**src/rtl/io_params.svh**
```systemverilog
`ifndef IO_PARAMS_SVH
`define IO_PARAMS_SVH

// I/O port map, byte addresses of 16-bit words

// LED output register
`define IO_LEDS_ADDR 16'hfffe

// Interval timer, two consecutive words
`define IO_TIMER_RELOAD_ADDR 16'h0040
`define IO_TIMER_CTRL_ADDR 16'h0042

// Number of LED outputs, at most 16
`define IO_NUM_LEDS 8

`endif

```
**src/rtl/io_pkg.sv**
```systemverilog
package io_pkg;

    // Decoded destination of an I/O access
    typedef enum logic [1:0] {
        TARGET_NONE  = 2'd0, // Unmapped, answered by the router
        TARGET_LEDS  = 2'd1,
        TARGET_TIMER = 2'd2
    } io_target_e;

    // Interval timer state, follows the enable bit
    typedef enum logic {
        TIMER_IDLE     = 1'b0,
        TIMER_COUNTING = 1'b1
    } timer_state_e;

endpackage

```
**src/rtl/io_slave_if.sv**
```systemverilog
`timescale 1ns/1ps

interface io_slave_if;

    logic        cs;      // Single cycle select for this peripheral
    logic        wr_en;
    logic [1:0]  bytesel;
    logic [15:0] wdata;
    logic        reg_sel; // Word address bit 1

    // Response, one cycle after cs
    logic [15:0] rdata;   // Zero unless ack is high
    logic        ack;

    modport router (
        output cs,
        output wr_en,
        output bytesel,
        output wdata,
        output reg_sel,
        input  rdata,
        input  ack
    );

    modport peripheral (
        input  cs,
        input  wr_en,
        input  bytesel,
        input  wdata,
        input  reg_sel,
        output rdata,
        output ack
    );

endinterface

```
**src/rtl/io_bus_router.sv**
```systemverilog
`timescale 1ns/1ps
`include "io_params.svh"

module io_bus_router (
    input  logic        sys_clk,
    input  logic        reset,
    input  logic        io_access,
    input  logic [15:1] io_addr,
    input  logic        io_wr_en,
    input  logic [1:0]  io_bytesel,
    input  logic [15:0] io_wdata,
    output logic [15:0] io_rdata,
    output logic        io_ack,
    io_slave_if.router  leds_port,
    io_slave_if.router  timer_port
);

    logic [15:0]        byte_addr;
    io_pkg::io_target_e target;
    logic               default_ack;

    assign byte_addr = {io_addr, 1'b0};

    always_comb begin
        case (byte_addr)
            `IO_LEDS_ADDR: begin
                target = io_pkg::TARGET_LEDS;
            end
            `IO_TIMER_RELOAD_ADDR,
            `IO_TIMER_CTRL_ADDR: begin
                target = io_pkg::TARGET_TIMER;
            end
            default: begin
                target = io_pkg::TARGET_NONE;
            end
        endcase
    end

    // LED register port
    assign leds_port.cs      = io_access && (target == io_pkg::TARGET_LEDS);
    assign leds_port.wr_en   = io_wr_en;
    assign leds_port.bytesel = io_bytesel;
    assign leds_port.wdata   = io_wdata;
    assign leds_port.reg_sel = io_addr[1];

    // Timer port, reg_sel picks reload or control
    assign timer_port.cs      = io_access && (target == io_pkg::TARGET_TIMER);
    assign timer_port.wr_en   = io_wr_en;
    assign timer_port.bytesel = io_bytesel;
    assign timer_port.wdata   = io_wdata;
    assign timer_port.reg_sel = io_addr[1];

    // Unmapped accesses still get their ack
    always_ff @(posedge sys_clk) begin
        if (reset) begin
            default_ack <= 1'b0;
        end else begin
            default_ack <= io_access && (target == io_pkg::TARGET_NONE);
        end
    end

    // Idle responders drive zero, so a plain OR merges them
    assign io_ack   = leds_port.ack | timer_port.ack | default_ack;
    assign io_rdata = leds_port.rdata | timer_port.rdata; // Default data is zero

    ack_onehot: assert property (
        @(posedge sys_clk) disable iff (reset)
        $onehot0({leds_port.ack, timer_port.ack, default_ack})
    ) else $error("more than one responder acked in the same cycle");

    access_acked: assert property (
        @(posedge sys_clk) disable iff (reset)
        io_access |=> io_ack
    ) else $error("access not acknowledged on the next cycle");

endmodule

```
**src/rtl/leds_register.sv**
```systemverilog
`timescale 1ns/1ps
`include "io_params.svh"

module leds_register (
    input  logic                    sys_clk,
    input  logic                    reset,
    io_slave_if.peripheral          bus,
    output logic [`IO_NUM_LEDS-1:0] leds
);

    logic [15:0] leds_reg;
    logic        wr_access;

    assign wr_access = bus.cs && bus.wr_en;

    // Byte lane writes
    always_ff @(posedge sys_clk) begin
        if (reset) begin
            leds_reg <= '0;
        end else if (wr_access) begin
            if (bus.bytesel[0])
                leds_reg[7:0] <= bus.wdata[7:0];
            if (bus.bytesel[1])
                leds_reg[15:8] <= bus.wdata[15:8];
        end
    end

    always_ff @(posedge sys_clk) begin
        if (reset) begin
            bus.ack   <= 1'b0;
            bus.rdata <= '0;
        end else begin
            bus.ack   <= bus.cs;
            bus.rdata <= (bus.cs && !bus.wr_en) ? leds_reg : 16'h0000; // Writes return 0
        end
    end

    assign leds = leds_reg[`IO_NUM_LEDS-1:0];

endmodule

```
**src/rtl/pit_timer.sv**
```systemverilog
`timescale 1ns/1ps

module pit_timer (
    input  logic           sys_clk,
    input  logic           reset,
    io_slave_if.peripheral bus,
    output logic           timer_intr
);

    io_pkg::timer_state_e state;
    logic [15:0]          reload_val;
    logic [15:0]          reload_next;
    logic [15:0]          count;
    logic [15:0]          read_val;
    logic                 pending;
    logic                 enabled;
    logic                 reload_wr;
    logic                 ctrl_wr;
    logic                 zero_event;

    assign reload_wr = bus.cs && bus.wr_en && !bus.reg_sel;
    assign ctrl_wr   = bus.cs && bus.wr_en && bus.reg_sel && bus.bytesel[0]; // Low byte only

    assign enabled    = (state == io_pkg::TIMER_COUNTING);
    assign zero_event = enabled && (count == 16'h0000);
    assign timer_intr = zero_event;

    // Reload value after a byte lane write
    assign reload_next = {bus.bytesel[1] ? bus.wdata[15:8] : reload_val[15:8],
                          bus.bytesel[0] ? bus.wdata[7:0] : reload_val[7:0]};

    always_ff @(posedge sys_clk) begin
        if (reset) begin
            reload_val <= '0;
        end else if (reload_wr) begin
            reload_val <= reload_next;
        end
    end

    // Enable bit is held as the FSM state
    always_ff @(posedge sys_clk) begin
        if (reset) begin
            state <= io_pkg::TIMER_IDLE;
        end else if (ctrl_wr) begin
            case (state)
                io_pkg::TIMER_IDLE: begin
                    if (bus.wdata[0])
                        state <= io_pkg::TIMER_COUNTING;
                end
                io_pkg::TIMER_COUNTING: begin
                    if (!bus.wdata[0])
                        state <= io_pkg::TIMER_IDLE;
                end
                default: begin
                    state <= io_pkg::TIMER_IDLE;
                end
            endcase
        end
    end

    // Any register write restarts the count
    always_ff @(posedge sys_clk) begin
        if (reset) begin
            count <= '0;
        end else if (reload_wr) begin
            count <= reload_next;
        end else if (ctrl_wr || zero_event) begin
            count <= reload_val;
        end else if (enabled) begin
            count <= count - 16'd1;
        end
    end

    // A new expiry beats the clearing write
    always_ff @(posedge sys_clk) begin
        if (reset) begin
            pending <= 1'b0;
        end else if (zero_event) begin
            pending <= 1'b1;
        end else if (ctrl_wr && bus.wdata[1]) begin
            pending <= 1'b0;
        end
    end

    assign read_val = bus.reg_sel ? {14'b0, pending, enabled} : reload_val;

    always_ff @(posedge sys_clk) begin
        if (reset) begin
            bus.ack   <= 1'b0;
            bus.rdata <= '0;
        end else begin
            bus.ack   <= bus.cs;
            bus.rdata <= (bus.cs && !bus.wr_en) ? read_val : 16'h0000;
        end
    end

    intr_only_counting: assert property (
        @(posedge sys_clk) disable iff (reset)
        timer_intr |-> (state == io_pkg::TIMER_COUNTING)
    ) else $error("timer interrupt raised while idle");

endmodule

```
**src/rtl/io_subsystem.sv**
```systemverilog
`timescale 1ns/1ps
`include "io_params.svh"

module io_subsystem (
    input  logic                    sys_clk,
    input  logic                    reset,
    input  logic                    io_access,
    input  logic [15:1]             io_addr,
    input  logic                    io_wr_en,
    input  logic [1:0]              io_bytesel,
    input  logic [15:0]             io_wdata,
    output logic [15:0]             io_rdata,
    output logic                    io_ack,
    output logic [`IO_NUM_LEDS-1:0] leds,
    output logic                    timer_intr
);

    io_slave_if leds_bus ();
    io_slave_if timer_bus ();

    io_bus_router i_io_bus_router (
        .sys_clk    (sys_clk),
        .reset      (reset),
        .io_access  (io_access),
        .io_addr    (io_addr),
        .io_wr_en   (io_wr_en),
        .io_bytesel (io_bytesel),
        .io_wdata   (io_wdata),
        .io_rdata   (io_rdata),
        .io_ack     (io_ack),
        .leds_port  (leds_bus.router),
        .timer_port (timer_bus.router)
    );

    leds_register i_leds_register (
        .sys_clk (sys_clk),
        .reset   (reset),
        .bus     (leds_bus.peripheral),
        .leds    (leds)
    );

    // Interrupt goes straight out, no interrupt controller here
    pit_timer i_pit_timer (
        .sys_clk    (sys_clk),
        .reset      (reset),
        .bus        (timer_bus.peripheral),
        .timer_intr (timer_intr)
    );

endmodule

```
**config.mk**
```make
export PLATFORM = sky130hd
export DESIGN_NAME = io_subsystem
export DESIGN_NICKNAME = d
export VERILOG_FILES = /design/src/rtl/io_pkg.sv /design/src/rtl/io_slave_if.sv /design/src/rtl/io_bus_router.sv /design/src/rtl/leds_register.sv /design/src/rtl/pit_timer.sv /design/src/rtl/io_subsystem.sv
export VERILOG_INCLUDE_DIRS = /design/src /design/src/rtl
export SDC_FILE = /design/constraint.sdc
export NUM_CORES = 1
export LEC_CHECK = 0
export BUFFER_PORTS_ARGS = -buffer_cell sky130_fd_sc_hd__buf_2
export CORE_MARGIN = 8
export CORE_UTILIZATION = 61
export CTS_CLUSTER_DIAMETER = 200
export DETAILED_ROUTE_END_ITERATION = 7
export GPL_ROUTABILITY_DRIVEN = 0
export PLACE_DENSITY = 0.93
export RECOVER_POWER = 25
export REMOVE_ABC_BUFFERS = 1
export SLEW_MARGIN = 40
export SYNTH_ARGS = -nofsm -noshare
export SYNTH_HDL_FRONTEND = slang
export SYNTH_HIERARCHICAL = 1
export SYNTH_SLANG_ARGS = --single-unit
```
**constraint.sdc**
```tcl
create_clock -name sys_clk -period 5.39 [get_ports sys_clk]
set_clock_uncertainty 0.1 [all_clocks]
set_input_delay 0 -clock sys_clk [delete_from_list [all_inputs] [get_ports sys_clk]]
set_output_delay 0 -clock sys_clk [all_outputs]
set_load 0.01 [all_outputs]
```
* Word level (Yosys, flattened, before mapping)
Cells that the tools add are included.
** Word-level totals
- Flip-flop bits (word level) :: 85
- Latch bits :: 0
- Bits in writable memories :: 0
- Bits in read-only memories :: 0
- Bits of input ports :: 37
- Output and inout bits :: 26
- Logic and storage cells :: 58
- Memories kept :: 0
** Operators by class
- Add/subtract/negate cells :: 1
- Multipliers :: 0
- Div/mod/pow operators :: 0
- Order comparisons :: 0
- Eq/ne operators :: 5
- Shifts and indexed selects :: 0
- Multiplexer cells :: 10
- Bitwise logic cells :: 5
- Reduce and logical (&&, ||, !) cells :: 25
** Operator list (count)
- $mux W16 :: 3
- $eq A15 B6 Y1 const B :: 2
- $logic_not A16 Y1 :: 1
- $mux W8 :: 2
- $or A16 B16 Y16 :: 1
- $sub A16 B1 Y16 const B :: 1
- $eq A15 B15 Y1 const B :: 1
- $logic_and A1 B1 Y1 :: 12
- $reduce_or A2 Y1 :: 3
- $pmux W2 S2 :: 1
- $reduce_and A2 Y1 :: 2
- $mux W1 :: 3
- $reduce_bool A3 Y1 :: 1
- $reduce_or A3 Y1 :: 1
- $eq A2 B1 Y1 const B :: 1
- $eq A2 B2 Y1 const B :: 1
- $logic_not A1 Y1 :: 2
- $logic_not A2 Y1 :: 1
- $mux W2 :: 1
- $not A1 Y1 :: 2
- $or A1 B1 Y1 :: 2
- $reduce_bool A2 Y1 :: 1
- $logic_or A1 B1 Y1 :: 1

* Logic depth before layout (Yosys ltp)
- Depth in word-level cells :: 11
- Gate-level depth with buffers :: 9
- Mapped depth without buffers :: 8

* Cells and area by module
The synthesis kept the hierarchy.
** By module, submodules not included
- pit_timer :: instances 1, cells an instance 261, area an instance 2399.8 um^2, sequential area each 1021.0 um^2
- leds_register :: instances 1, cells an instance 115, area an instance 1252.5 um^2, sequential area each 660.6 um^2
- io_bus_router :: instances 1, cells an instance 72, area an instance 521.8 um^2, sequential area each 20.0 um^2

* Worst setup path before layout
OpenSTA, ideal clock, no wires.
- Path kind :: input to register
- Start :: input io_addr[15] in the netlist's numbering
- End :: register i_pit_timer.count[9]
- Setup time :: 0.138 ns
- Data arrival time :: 1.663 ns
- Data required time :: 5.152 ns
- Setup slack :: 3.490 ns
- Stages on the path :: 9
- Path buffers :: 2
- Cell sequence :: nand4_1 -> o41ai_2 -> nor2_1 -> and3b_1 -> or3_1 -> buf_2 -> buf_2 -> o22ai_1 -> nor4_2
** On the way
- Cells in the longest elaborated chain, start to end :: 11
- Elaborated cells on any way between the ends :: 15
- Classes of those cells :: eq/ne (4); mux (3); reduce/logical (8)
** Ends and longest elaborated chain
- start, declared :: line io_subsystem.sv:8 : input logic [15:1] io_addr,
- $eq A15 B6 Y1 :: line io_bus_router.sv:25 : case (byte_addr)
- $reduce_or A2 Y1 :: line io_bus_router.sv:25
- $pmux W2 S2 * :: line io_bus_router.sv:25
- $eq A2 B2 Y1 * :: line io_bus_router.sv:47 : assign timer_port.cs = io_access && (target == io_pkg::TARGET_TIMER);
- $logic_and A1 B1 Y1 * :: line io_bus_router.sv:47
- named net timer_bus.cs :: line io_slave_if.sv:5 : logic cs;
- $logic_and A1 B1 Y1 * :: line pit_timer.sv:21, pit_timer.sv:22
- $logic_and A1 B1 Y1 (2 in a row) :: line pit_timer.sv:22 : assign ctrl_wr = bus.cs && bus.wr_en && bus.reg_sel && bus.bytesel[0];
- $logic_or A1 B1 Y1 :: line pit_timer.sv:67 : end else if (ctrl_wr || zero_event) begin
- $mux W16 :: line pit_timer.sv:67
- $mux W16 :: line pit_timer.sv:65 : end else if (reload_wr) begin
- end signal, assigned :: line pit_timer.sv:66 : count <= reload_next;
- end signal, assigned :: line pit_timer.sv:68 : count <= reload_val;
- end signal, assigned :: line pit_timer.sv:70 : count <= count - 16'd1;
- end, declared :: line pit_timer.sv:13 : logic [15:0] count;
The timed path passes the listed nets; every way through them passes the cells marked *.
A chain may end at the register's enable or synchronous reset.

* Worst setup path after layout
- Start :: input io_addr[4] in the netlist's numbering
- End :: register i_pit_timer.count[1]
Same word-level chain as after synthesis.

==> run_results.csv <==
group,metric,value,unit
clock_network,cts_tree,"built",
clock_network,insertion_delay,0.35,ns
timing,period_share,56.14,%
status,status,"complete, no violations",
logic_synthesis,syn_area_per_cell,9.321,sq um
clock_network,cts_resized,0,
power_and_ir_drop,power,1.165,mW
timing,period_needed,3.026,ns
global_route,grt_max_degree,68,
worst_setup_path,critPathLaunchType,"primary input",
clock_network,clk_pin_slew,0.08,ns
die,core_area,0.006719,sq mm
final_layout,n_fill_cell,512,
die,rows,30,
logic_synthesis,syn-cell-area,0.004166,sq mm
power_and_ir_drop,power_density,257.8,mW/mm^2
power_and_ir_drop,swShare,21.28,%
worst_setup_path,worstSetupEndpointType,"register",
worst_setup_path,cp-startpoint,"io_addr[4]",
timing,finalHoldViolCount,0,
run,cap_violations,0,
logic_synthesis,synthCells,447,
worst_setup_path,rr_startpoint,"i_pit_timer/count[0]",
global_route,grtUsageTotal,17.89,%
worst_setup_path,crit_chain,"dlygate4sd3_1 > buf_2 > nor2_1 > nand4_1 > dlygate4sd3_1 > nor2_1 > and3b_1 > or3_1 > nor2_1 > a211oi_1 > o311a_1",
worst_setup_path,required,5.59,ns
power_and_ir_drop,internal-power,0.9173,mW
route,wl_per_cell,15.23,um
timing,drv_slew,0,
clock_network,cts_setup_buffers,0,
die,die-height,98.65,um
timing,clock.fmax,330.5,MHz
route,drt_iter0_drc,171,
timing,finalSetupTns,0,ns
final_layout,stdcell_area,0.004519,sq mm
route,drt_first_pass_iters,5,
route,ant_nets,0,
worst_setup_path,ff2ff_path_depth,7,
clock_network,htreeDepth,3,
clock_network,cts_sinks,85,
worst_setup_path,regToRegEndpoint,"i_pit_timer/count[11]",
global_route,grt.overflow.total,0,
worst_setup_path,critPathMaxFanout,15,
final_layout,final_cell_mix,"dfxtp_1, buf_2, nand2b_1",
hold_path,hp-class,"primary input to register",
worst_setup_path,path_buf_inv,3,
global_route,grt_pass1_wl,14.40,mm
power_and_ir_drop,p_comb_share,4.6,%
final_layout,n_antenna_cell,0,
place,dp_cells,520,
route,viasPerCell,5.645,
power_and_ir_drop,power_frac_seq,53.9,%
place,placed_area,0.004116,sq mm
hold_path,hold_start,"io_bytesel[1]",
power_and_ir_drop,ir_drop,0.1238,mV
logic_synthesis,ys_warn_count,6,
power_and_ir_drop,p_leak,1.830,nW
route,drc,0,
timing,grt_setup_unrepaired,"false",
place,port-buffer-count,62,
hold_path,hold-path-cell-count,4,
final_layout,area_growth,8.468,%
die,ioPinCount,63,
die,start_util,62.01,%
worst_setup_path,crit_family,"simple AND/OR/NAND/NOR gates",
final_layout,drive_above_1_share,20.08,%
timing,setup_violations,0,
worst_setup_path,cp_common_cell,"nor2_1",
final_layout,final_nets,511,
global_route,grt_pass1_vias,3093,
power_and_ir_drop,power_switching,0.2479,mW
route,drt_wl_total,8.498,mm
final_layout,fin_cells,558,
route,num_vias,3150,
worst_setup_path,crit_type,"primary input to register",
timing,slew_headroom,55.70,%
die,die_x,98.65,um
timing,worst_slew_pin_slew,0.6637,ns
clock_network,holdBufCountCts,22,
worst_setup_path,cp.arrival,3.22,ns
place,hpwl,5.764,mm
clock_network,clk_path_buf_depth,2,
final_layout,final_common_cell,"dfxtp_1",
hold_path,whs_endpoint,"i_pit_timer/reload_val[15]",
worst_setup_path,max_stage_delay,0.58,ns
global_route,antenna_found_initial,0,
clock_network,root_buffer,"clkbuf_8",
worst_setup_path,r2r_slack,3.21,ns
die,die-area,0.009731,sq mm
clock_network,numCtsBuffers,9,
worst_setup_path,cpMaxStageDelayCell,"dlygate4sd3_1",
power_and_ir_drop,pwr-share-clk,41.5,%
## power groups by stage
| stage | sequential [mW] | combinational (mW) | clock [mW] |
|---|---|---|---|
| finish | 0.628 | 0.0539 | 0.484 |
| global route | 0.628 | 0.0591 | 0.518 |
| CTS | 0.628 | 0.0535 | 0.490 |
| detailed placement | 0.643 | 0.0418 | 0 |
| global placement | 0.643 | 0.0404 | 0 |
| floorplan | 0.643 | 0.0124 | 0 |
## metrics by stage
stage	worst slack [ns]	hold WS, ns	utilization [%]
floorplan	3.347	-0.03093	-
global placement	3.009	0.1619	61.23
detailed placement	2.901	0.1658	61.27
CTS	2.454	0.07635	67.75
global route	2.163	0.1082	67.26
finish	2.364	0.09071	67.26
## metal layers
layer	vias up	routed length, um	global-route usage (%)
li1	1530	-	-
met1	1492	3651	20.68
met2	121	4240	30.40
met3	7	530	5.426
met4	0	76	6.612
met5	-	0	0
## worst min-delay path: stages
cell	delay, ns
buf_2	0.13
mux2i_1	0.16
a21oi_1	0.11
o21a_1	0.10
## layout make-up
class                   instances  area [sq um]  share of cell area [%]
repair buffers                 85         505.5                   11.18
clock inverters                 6         87.58                   1.938
clock buffers                  10         127.6                   2.824
flip-flops and latches         85          1702                   37.65
well taps                      80         100.1                   2.215
multi-input cells             288          1982                   43.85
inverters                       4         15.01                  0.3322
## worst max path at each step
stage                             to  slack (ns)  depth (start not counted)
2_1_floorplan  i_pit_timer/count[12]        3.35                          8
3_3_place_gp    i_pit_timer/count[8]        3.01                          9
3_5_place_dp   i_pit_timer/count[11]        2.90                          8
4_1_cts        i_pit_timer/count[11]        2.45                         10
5_1_grt         i_pit_timer/count[1]        2.16                         11
6_report        i_pit_timer/count[1]        2.36                         11
Power figures use the tool's default switching activity.
